--- src/axi_pkg.sv ---
`default_nettype none

package axi_pkg;

    // bus widths
    localparam int AXI_ADDR_W  = 64;
    localparam int AXI_DATA_W  = 64;
    localparam int AXI_ID_W    = 4;

    // field widths of the read address and read data channels
    localparam int AXI_LEN_W   = 8;
    localparam int AXI_SIZE_W  = 3;
    localparam int AXI_BURST_W = 2;
    localparam int AXI_PROT_W  = 3;
    localparam int AXI_CACHE_W = 4;
    localparam int AXI_RESP_W  = 2;

    // fixed AR field values, one beat per read
    localparam logic [AXI_LEN_W-1:0]   AXI_LEN_SINGLE     = 8'd0;    // beats minus one
    localparam logic [AXI_SIZE_W-1:0]  AXI_SIZE_8B        = 3'b011;  // 2**3 bytes
    localparam logic [AXI_BURST_W-1:0] AXI_BURST_INCR     = 2'b01;
    localparam logic [AXI_PROT_W-1:0]  AXI_PROT_INSTR     = 3'b100;  // unpriv, secure, instr
    localparam logic [AXI_CACHE_W-1:0] AXI_CACHE_NONCACHE = 4'b0010; // normal, no alloc
    localparam logic [AXI_ID_W-1:0]    AXI_ID_FETCH       = 4'h0;    // single id, in order

    // read response codes
    localparam logic [AXI_RESP_W-1:0]  AXI_RESP_OKAY      = 2'b00;

    // read master state codes, gray ordered as idle, ar, r, done
    localparam int FETCH_ST_W = 2;
    localparam logic [FETCH_ST_W-1:0] FETCH_IDLE    = 2'b00;
    localparam logic [FETCH_ST_W-1:0] FETCH_AR_WAIT = 2'b01;
    localparam logic [FETCH_ST_W-1:0] FETCH_R_WAIT  = 2'b11;
    localparam logic [FETCH_ST_W-1:0] FETCH_DONE    = 2'b10;

endpackage

`default_nettype wire

--- src/rv_pkg.sv ---
`default_nettype none

package rv_pkg;

    // core widths
    localparam int XLEN       = 64;  // pc and immediate width
    localparam int ILEN       = 32;  // no compressed instructions
    localparam int REG_ADDR_W = 5;

    // first fetch address after reset
    localparam logic [XLEN-1:0] RESET_PC = 64'h0000_0000_8000_0000;

    // major opcodes
    localparam logic [6:0] OPC_LOAD   = 7'b0000011;
    localparam logic [6:0] OPC_OP_IMM = 7'b0010011;
    localparam logic [6:0] OPC_STORE  = 7'b0100011;  // only one with S immediate here

    // I layout: imm[11:0] rs1 funct3 rd opcode
    typedef struct packed {
        logic [11:0]           imm;
        logic [REG_ADDR_W-1:0] rs1;
        logic [2:0]            funct3;
        logic [REG_ADDR_W-1:0] rd;
        logic [6:0]            opcode;
    } inst_i_t;

    // S layout: imm[11:5] rs2 rs1 funct3 imm[4:0] opcode
    typedef struct packed {
        logic [6:0]            imm_hi;
        logic [REG_ADDR_W-1:0] rs2;
        logic [REG_ADDR_W-1:0] rs1;
        logic [2:0]            funct3;
        logic [4:0]            imm_lo;
        logic [6:0]            opcode;
    } inst_s_t;

    // one instruction word, two readings
    // opcode sits in the same bits in both
    typedef union packed {
        inst_i_t         itype;
        inst_s_t         stype;
        logic [ILEN-1:0] raw;    // as fetched
    } inst_word_t;

endpackage

`default_nettype wire

--- src/fetch_bus_if.sv ---
`default_nettype none

interface fetch_bus_if
    import rv_pkg::*, axi_pkg::*;
();

    logic                  req;   // level, held until ack
    logic [XLEN-1:0]       addr;  // byte address of the wanted instruction
    logic                  ack;   // one cycle pulse, data valid with it
    logic [AXI_DATA_W-1:0] data;  // whole aligned 8-byte block
    logic                  err;   // block came back with a bad response

    // pc stage
    modport requester (output req, addr);

    // fetch stage
    modport responder (input req, addr, output ack, data, err);

    // predecode only listens
    modport monitor (input req, addr, ack, data, err);

endinterface

`default_nettype wire

--- src/axi_fetch.sv ---
`default_nettype none

module axi_fetch
    import axi_pkg::*;
(
    input  wire                     clock,
    input  wire                     reset,            // async, active low

    fetch_bus_if.responder          bus,

    // read address channel
    output logic                    axi_ar_valid_o,
    output logic [AXI_ADDR_W-1:0]   axi_ar_addr_o,
    output logic [AXI_LEN_W-1:0]    axi_ar_len_o,
    output logic [AXI_SIZE_W-1:0]   axi_ar_size_o,
    output logic [AXI_BURST_W-1:0]  axi_ar_burst_o,
    output logic [AXI_PROT_W-1:0]   axi_ar_prot_o,
    output logic [AXI_CACHE_W-1:0]  axi_ar_cache_o,
    output logic [AXI_ID_W-1:0]     axi_ar_id_o,
    input  wire                     axi_ar_ready_i,

    // read data channel
    output logic                    axi_r_ready_o,
    input  wire                     axi_r_valid_i,
    input  wire  [AXI_DATA_W-1:0]   axi_r_data_i,
    input  wire  [AXI_RESP_W-1:0]   axi_r_resp_i,
    input  wire                     axi_r_last_i
);

    logic [FETCH_ST_W-1:0]   state_q;
    logic [FETCH_ST_W-1:0]   state_d;

    logic [AXI_ADDR_W-1:3]   blk_q;      // held block address, 8-byte aligned
    logic [AXI_DATA_W-1:0]   data_q;     // held block contents
    logic                    err_q;      // held block had a bad resp

    logic                    hit;        // request falls in the held block
    logic                    capture;    // latch a new block address
    logic                    beat_done;  // last read beat accepted

    assign hit       = (bus.addr[AXI_ADDR_W-1:3] == blk_q);
    assign beat_done = (state_q == FETCH_R_WAIT) && axi_r_valid_i && axi_r_last_i;

    // next state
    always_comb begin
        state_d = state_q;
        capture = 1'b0;
        case (state_q)
            FETCH_IDLE: begin
                if (bus.req) begin
                    state_d = FETCH_AR_WAIT;
                    capture = 1'b1;
                end
            end
            FETCH_AR_WAIT: begin
                if (axi_ar_ready_i) begin     // address accepted
                    state_d = FETCH_R_WAIT;
                end
            end
            FETCH_R_WAIT: begin
                if (beat_done) begin
                    state_d = FETCH_DONE;
                end
            end
            FETCH_DONE: begin
                if (!bus.req) begin
                    state_d = FETCH_IDLE;     // stall drops the held block
                end else if (!hit) begin
                    state_d = FETCH_AR_WAIT;  // sequential cross or redirect
                    capture = 1'b1;
                end
            end
            default: begin
                state_d = FETCH_IDLE;
            end
        endcase
    end

    always_ff @(posedge clock or negedge reset) begin
        if (!reset) begin
            state_q <= FETCH_IDLE;
        end else begin
            state_q <= state_d;
        end
    end

    // block address, stable from ar_wait until the next capture
    always_ff @(posedge clock) begin
        if (capture) begin
            blk_q <= bus.addr[AXI_ADDR_W-1:3];
        end
    end

    // read payload
    always_ff @(posedge clock) begin
        if (beat_done) begin
            data_q <= axi_r_data_i;
            err_q  <= (axi_r_resp_i != AXI_RESP_OKAY);  // slverr or decerr
        end
    end

    // ack in the same cycle as a hitting req
    assign bus.ack  = (state_q == FETCH_DONE) && bus.req && hit;
    assign bus.data = data_q;
    assign bus.err  = err_q;

    // AR channel, address from the register so it holds until arready
    assign axi_ar_valid_o = (state_q == FETCH_AR_WAIT);
    assign axi_ar_addr_o  = {blk_q, 3'b000};
    assign axi_ar_len_o   = AXI_LEN_SINGLE;      // one beat
    assign axi_ar_size_o  = AXI_SIZE_8B;
    assign axi_ar_burst_o = AXI_BURST_INCR;
    assign axi_ar_prot_o  = AXI_PROT_INSTR;
    assign axi_ar_cache_o = AXI_CACHE_NONCACHE;
    assign axi_ar_id_o    = AXI_ID_FETCH;

    // R channel, only after the address went out
    assign axi_r_ready_o  = (state_q == FETCH_R_WAIT);

endmodule

`default_nettype wire

--- src/fetch_top.sv ---
`default_nettype none

module fetch_top
    import rv_pkg::*, axi_pkg::*;
(
    input  wire                     clock,
    input  wire                     reset,

    // pipeline control
    input  wire                     stall_i,
    input  wire                     redirect_valid_i,
    input  wire  [XLEN-1:0]         redirect_pc_i,

    // AXI read address channel
    output logic                    axi_ar_valid_o,
    output logic [AXI_ADDR_W-1:0]   axi_ar_addr_o,
    output logic [AXI_LEN_W-1:0]    axi_ar_len_o,
    output logic [AXI_SIZE_W-1:0]   axi_ar_size_o,
    output logic [AXI_BURST_W-1:0]  axi_ar_burst_o,
    output logic [AXI_PROT_W-1:0]   axi_ar_prot_o,
    output logic [AXI_CACHE_W-1:0]  axi_ar_cache_o,
    output logic [AXI_ID_W-1:0]     axi_ar_id_o,
    input  wire                     axi_ar_ready_i,

    // AXI read data channel
    output logic                    axi_r_ready_o,
    input  wire                     axi_r_valid_i,
    input  wire  [AXI_DATA_W-1:0]   axi_r_data_i,
    input  wire  [AXI_RESP_W-1:0]   axi_r_resp_i,
    input  wire                     axi_r_last_i,

    // decoded instruction out
    output logic                    inst_valid_o,
    output logic [XLEN-1:0]         inst_pc_o,
    output logic [ILEN-1:0]         inst_o,
    output logic [REG_ADDR_W-1:0]   inst_rd_o,
    output logic [XLEN-1:0]         inst_imm_o,
    output logic                    inst_err_o
);

    fetch_bus_if bus_if ();  // pc -> fetch -> predecode

    pc_gen pc_gen_i (
        .clock            (clock),
        .reset            (reset),
        .stall_i          (stall_i),
        .redirect_valid_i (redirect_valid_i),
        .redirect_pc_i    (redirect_pc_i),
        .bus              (bus_if.requester),
        .ack_i            (bus_if.ack)        // requester modport has no ack
    );

    axi_fetch axi_fetch_i (
        .clock            (clock),
        .reset            (reset),
        .bus              (bus_if.responder),
        .axi_ar_valid_o   (axi_ar_valid_o),
        .axi_ar_addr_o    (axi_ar_addr_o),
        .axi_ar_len_o     (axi_ar_len_o),
        .axi_ar_size_o    (axi_ar_size_o),
        .axi_ar_burst_o   (axi_ar_burst_o),
        .axi_ar_prot_o    (axi_ar_prot_o),
        .axi_ar_cache_o   (axi_ar_cache_o),
        .axi_ar_id_o      (axi_ar_id_o),
        .axi_ar_ready_i   (axi_ar_ready_i),
        .axi_r_ready_o    (axi_r_ready_o),
        .axi_r_valid_i    (axi_r_valid_i),
        .axi_r_data_i     (axi_r_data_i),
        .axi_r_resp_i     (axi_r_resp_i),
        .axi_r_last_i     (axi_r_last_i)
    );

    inst_predecode inst_predecode_i (
        .clock            (clock),
        .reset            (reset),
        .bus              (bus_if.monitor),
        .stall_i          (stall_i),
        .inst_valid_o     (inst_valid_o),
        .inst_pc_o        (inst_pc_o),
        .inst_o           (inst_o),
        .inst_rd_o        (inst_rd_o),
        .inst_imm_o       (inst_imm_o),
        .inst_err_o       (inst_err_o)
    );

endmodule

`default_nettype wire

--- src/inst_predecode.sv ---
`default_nettype none

module inst_predecode
    import rv_pkg::*;
(
    input  wire                    clock,
    input  wire                    reset,         // async, active low

    fetch_bus_if.monitor           bus,
    input  wire                    stall_i,

    output logic                   inst_valid_o,  // one cycle after ack
    output logic [XLEN-1:0]        inst_pc_o,
    output logic [ILEN-1:0]        inst_o,
    output logic [REG_ADDR_W-1:0]  inst_rd_o,
    output logic [XLEN-1:0]        inst_imm_o,
    output logic                   inst_err_o
);

    inst_word_t       word;     // selected half of the block
    logic [XLEN-1:0]  imm_i;    // I immediate, sign extended
    logic [XLEN-1:0]  imm_s;    // S immediate, sign extended
    logic             is_store;

    // bit 2 picks the upper word, little endian block
    assign word.raw = bus.addr[2] ? bus.data[2*ILEN-1:ILEN] : bus.data[ILEN-1:0];

    assign is_store = (word.itype.opcode == OPC_STORE);

    assign imm_i = {{(XLEN-12){word.itype.imm[11]}}, word.itype.imm};
    assign imm_s = {{(XLEN-12){word.stype.imm_hi[6]}},
                    word.stype.imm_hi,
                    word.stype.imm_lo};

    // valid flag
    // stall keeps it low, ack cannot come then anyway
    always_ff @(posedge clock or negedge reset) begin
        if (!reset) begin
            inst_valid_o <= 1'b0;
        end else begin
            inst_valid_o <= bus.ack & ~stall_i;
        end
    end

    // payload, loaded only on ack and held otherwise
    always_ff @(posedge clock) begin
        if (bus.ack) begin
            inst_pc_o  <= bus.addr;         // pc as requested, not redirected
            inst_o     <= word.raw;
            inst_rd_o  <= word.itype.rd;    // rd bits also for stores, unused there
            inst_imm_o <= is_store ? imm_s : imm_i;
            inst_err_o <= bus.err;          // whole block shares one resp
        end
    end

endmodule

`default_nettype wire

--- src/pc_gen.sv ---
`default_nettype none

module pc_gen
    import rv_pkg::*;
(
    input  wire             clock,
    input  wire             reset,             // async, active low

    input  wire             stall_i,           // downstream not ready
    input  wire             redirect_valid_i,  // jump taken somewhere later
    input  wire [XLEN-1:0]  redirect_pc_i,

    fetch_bus_if.requester  bus,
    input  wire             ack_i              // bus ack, routed by the top
);

    logic [XLEN-1:0] pc_q;
    logic [XLEN-1:0] pc_d;

    // next pc
    // redirect wins over the sequential step
    always_comb begin
        pc_d = pc_q;
        if (redirect_valid_i) begin
            pc_d = redirect_pc_i;
        end else if (ack_i) begin
            pc_d = pc_q + XLEN'(4);  // 32-bit instructions only
        end
    end

    always_ff @(posedge clock or negedge reset) begin
        if (!reset) begin
            pc_q <= RESET_PC;
        end else begin
            pc_q <= pc_d;
        end
    end

    // request is a level
    // the fetch stage sees the new pc one cycle after an ack
    assign bus.req  = ~stall_i;
    assign bus.addr = pc_q;   // old pc still valid in the redirect cycle

endmodule

`default_nettype wire

--- config.mk ---
export PLATFORM = sky130hd
export DESIGN_NAME = fetch_top
export DESIGN_NICKNAME = d
export VERILOG_FILES = /design/src/axi_pkg.sv /design/src/rv_pkg.sv /design/src/fetch_bus_if.sv /design/src/axi_fetch.sv /design/src/fetch_top.sv /design/src/inst_predecode.sv /design/src/pc_gen.sv
export SDC_FILE = /design/constraint.sdc
export NUM_CORES = 1
export LEC_CHECK = 0
export BUFFER_PORTS_ARGS = -buffer_cell sky130_fd_sc_hd__buf_2
export CAP_MARGIN = 20
export CORE_ASPECT_RATIO = 0.9
export CORE_UTILIZATION = 45
export CTS_CLUSTER_SIZE = 8
export DETAILED_ROUTE_END_ITERATION = 10
export GPL_ROUTABILITY_DRIVEN = 0
export MAX_ROUTING_LAYER = met4
export PLACE_DENSITY_LB_ADDON = 0.12
export REMOVE_ABC_BUFFERS = 1
export SETUP_SLACK_MARGIN = 0.15
export SLEW_MARGIN = 15
export SYNTH_ARGS = -nofsm -noshare
export SYNTH_HDL_FRONTEND = slang
export SYNTH_HIERARCHICAL = 1
export SYNTH_SLANG_ARGS = --single-unit
--- constraint.sdc ---
create_clock -name clock -period 7.6 [get_ports clock]
set_input_delay 0 -clock clock [delete_from_list [all_inputs] [get_ports clock]]
set_output_delay 0 -clock clock [all_outputs]
set_load 0.005 [all_outputs]
==> results.cfg <==
[critical_path]
cp-end-kind = flop
start_kind = flop
path_max_fanout = 32
cp.required_ns = 8.03
critPathKind = flop to flop
crit_chain = xor2_1 -> nor4_1 -> nand4_1 -> or4_4 -> nor3b_4 -> nand4_4 -> nor4_4 -> nand4_4 -> or4_1 -> a31oi_1
slowest_delay_ns = 0.64
crit_buf_inv = 0
ff2ff_setup_slack_ns = 3.20
cp_num_cells = 10
arrival_ns = 4.84
r2r_cells = 10
cpLargestDelayFamily = simple AND/OR/NAND/NOR gates
critPathMostFrequentCell = nand4_4
crit_slowest_cell = or4_1

[floorplan]
dieArea_um2 = 28600
die_h_um = 161
core_um2 = 27200
fp-row-count = 57
io_pins = 394
start_util_pct = 46.2
die_w_um = 178

[timing]
slew-limit-headroom_pct = 25.4
tns_ns = 0
rsz0062_at_grt = no
drv_slew = 0
fmax_mhz = 227
finalSetupViolations = 0
finalHoldViolCount = 0
fin_crit_sh_pct = 57.9
tightest_slew_ns = 1.12
period_minus_slack_ns = 4.40
finClkSkew_ns = 0.0176

[logic_synthesis]
yosysTopAreaCell = edfxtp_1
synth-edff-count = 228
synth_top_area_share_pct = 54.4
synthArstFlopShare_pct = 22.7
ys_warn_count = 6
synth_area_leaders = edfxtp_1 (54%), dfrtp_1 (13%), buf_4 (5.4%)
synth_cells = 889
synth_area_per_cell_um2 = 14.2
seq_area_frac_synth_pct = 67.8
synthTopCellsByCount = edfxtp_1 (228), buf_4 (91), xor2_1 (70)
synth_area_um2 = 12600
synth.distinct_cells = 47
synth_flop_cell = edfxtp_1
yosysMostFrequentCell = edfxtp_1
ys_ff_latch = 295

[clock_tree]
cts_root_buffer = clkbuf_16
cts_buffers = 42
cts_max_path_buffers = 3
tritoncts = built
cts_resized = 0
holdBufCountCts = 133
htree_levels = 2
post_cts_buffers = 0
clkLatencyLatePin_ns = 0.52
clk_pin_slew_ns = 0.05
cts_sinks = 295

[power_and_ir_drop]
powerDensity_nw_per_um2 = 240
power.total_uw = 4040
internal-power_uw = 3110
p_sw_uw = 929
ir_drop_v = 0.000167
swShare_pct = 23.0
pwr-share-seq_pct = 48.2
power_frac_clock_pct = 43.5
leakage_uw = 0.00661
comb_power_share_pct = 8.4

[status]
status = finished, final reports clean

[grt]
antenna_found_initial = 0
grt_usage_pct = 24.7
grt_max_degree = 80
grt_pass1_wl_um = 51100
grt-ovfl-total = 0
grt_pass1_vias = 8578

[drt]
vias = 8791
wirelength_um = 34400
drt_iter0_drc = 667
viasPerCell = 5.05
wl_per_cell_um = 19.8
dr.pass1.iters = 5
route.detailed.drc = 0
ant_nets = 0

[place]
hpwlAfterDp_um = 22600
portBuffers = 366

[job]
max-cap-violations = 0

[hold_path]
holdCritPathClass = primary input to flop
hold_depth = 2

[final_layout]
layout.nets = 1490
area_growth_pct = 33.8
drive_gt1_share_pct = 34.5
n_antenna_cell = 0
fill_cells = 2182
final_util_pct = 61.8
## per-stage QoR
stage,cell area (um2),hold WS (ns),std cells,setup slack (ns)
after floorplan,11900,-0.296,800,-0.540
after global placement,14200,0.168,1528,3.27
after detailed placement,14200,0.171,1528,3.16
after CTS,16800,0.142,1739,3.15
after global routing,16800,0.177,1740,2.97
final,16800,0.192,1740,3.20
## power by group through the flow
| stage | logic [uW] | registers (uW) | clock network (uW) |
|---|---|---|---|
| 2_1_floorplan | 142 | 1950 | 0 |
| 3_3_place_gp | 279 | 1970 | 0 |
| 5_1_grt | 370 | 1960 | 1860 |
| 3_5_place_dp | 282 | 1970 | 0 |
| 6_report | 337 | 1950 | 1760 |
| 4_1_cts | 339 | 1940 | 1780 |
## routing by layer
layer / GRT usage (%) / up-vias / share of wire [%] / routed length [um]
met4: 6.78 / 0 / 2.3 / 792
met5: - / - / 0 / 0
met2: 36.6 / 346 / 46 / 15900
li1: - / 4111 / - / -
met1: 34.9 / 4272 / 45 / 15500
met3: 4.55 / 62 / 6.6 / 2280
## path summary, 6_finish.rpt
check | start | end
worst max-delay path | pc_gen_i/bus.addr[28]$_DFFE_PN0N_ | pc_gen_i/bus.addr[62]$_DFFE_PN0N_
worst min-delay path | axi_r_data_i[59] | axi_fetch_i/bus.data[59]$_DFFE_PP_
max in group asynchronous | reset | pc_gen_i/bus.addr[2]$_DFFE_PN0N_
worst min register to register | axi_fetch_i/bus.err$_DFFE_PP_ | inst_predecode_i/inst_err_o$_DFFE_PP_
min in group asynchronous | reset | pc_gen_i/bus.addr[23]$_DFFE_PN0N_
worst max register to register | pc_gen_i/bus.addr[28]$_DFFE_PN0N_ | pc_gen_i/bus.addr[62]$_DFFE_PN0N_
## registers in the layout (all words and copies together), names as in the netlist
| signal | count |
|---|---|
| inst_predecode_i/inst_pc_o | 64 |
| inst_predecode_i/inst_valid_o | 1 |
| axi_fetch_i/bus.data | 64 |
| axi_fetch_i/blk_q | 61 |
| pc_gen_i/bus.addr | 64 |
| inst_predecode_i/inst_o | 32 |
| inst_predecode_i/inst_err_o | 1 |
| axi_fetch_i/bus.err | 1 |
| inst_predecode_i/inst_imm_o | 5 |
| axi_fetch_i/state_q | 2 |
## cell type report
cell class                      instances  area [um2]  share of cell area, %
Timing Repair Buffer                  508        3240                   19.3
Clock buffer                           78        1250                   7.43
Sequential cell                       295        8530                   50.7
Multi-Input combinational cell        497        3340                   19.8
Tap cell                              354         443                   2.63
Inverter                                8        30.0                  0.178
## placed cells by master (no fill, tap or decap), drive strengths merged, types with 2 or more instances in the layout
cell / instances
and4: 6
xnor2: 27
o31ai: 5
edfxtp: 228
nor2: 34
buf: 375
mux2: 40
nand2b: 3
or2: 2
inv: 8
o21ai: 56
xor2: 70
nor3: 9
conb: 27
or3: 20
a31oi: 23
and2: 2
nand2: 65
nand4b: 2
nand3: 25
dlygate4sd3: 133
and3: 7
or4: 8
nor4: 24
nand4: 31
o31a: 3
clkbuf: 78
dfrtp: 66
## cells by family after synthesis
family                   count (synthesis)  share of synthesized area, %
multiplexers                            41                          3.84
XOR/XNOR                                97                          6.75
AND/OR/NAND/NOR                        240                          10.8
flip-flops                             295                          67.8
AO/OA/AOI/OAI                           91                          4.20
adder cells (fa/ha/maj)                  1                        0.0994
buffers and inverters                  122                          6.51
other                                    2                        0.0597
Power figures use the tool's default switching activity.
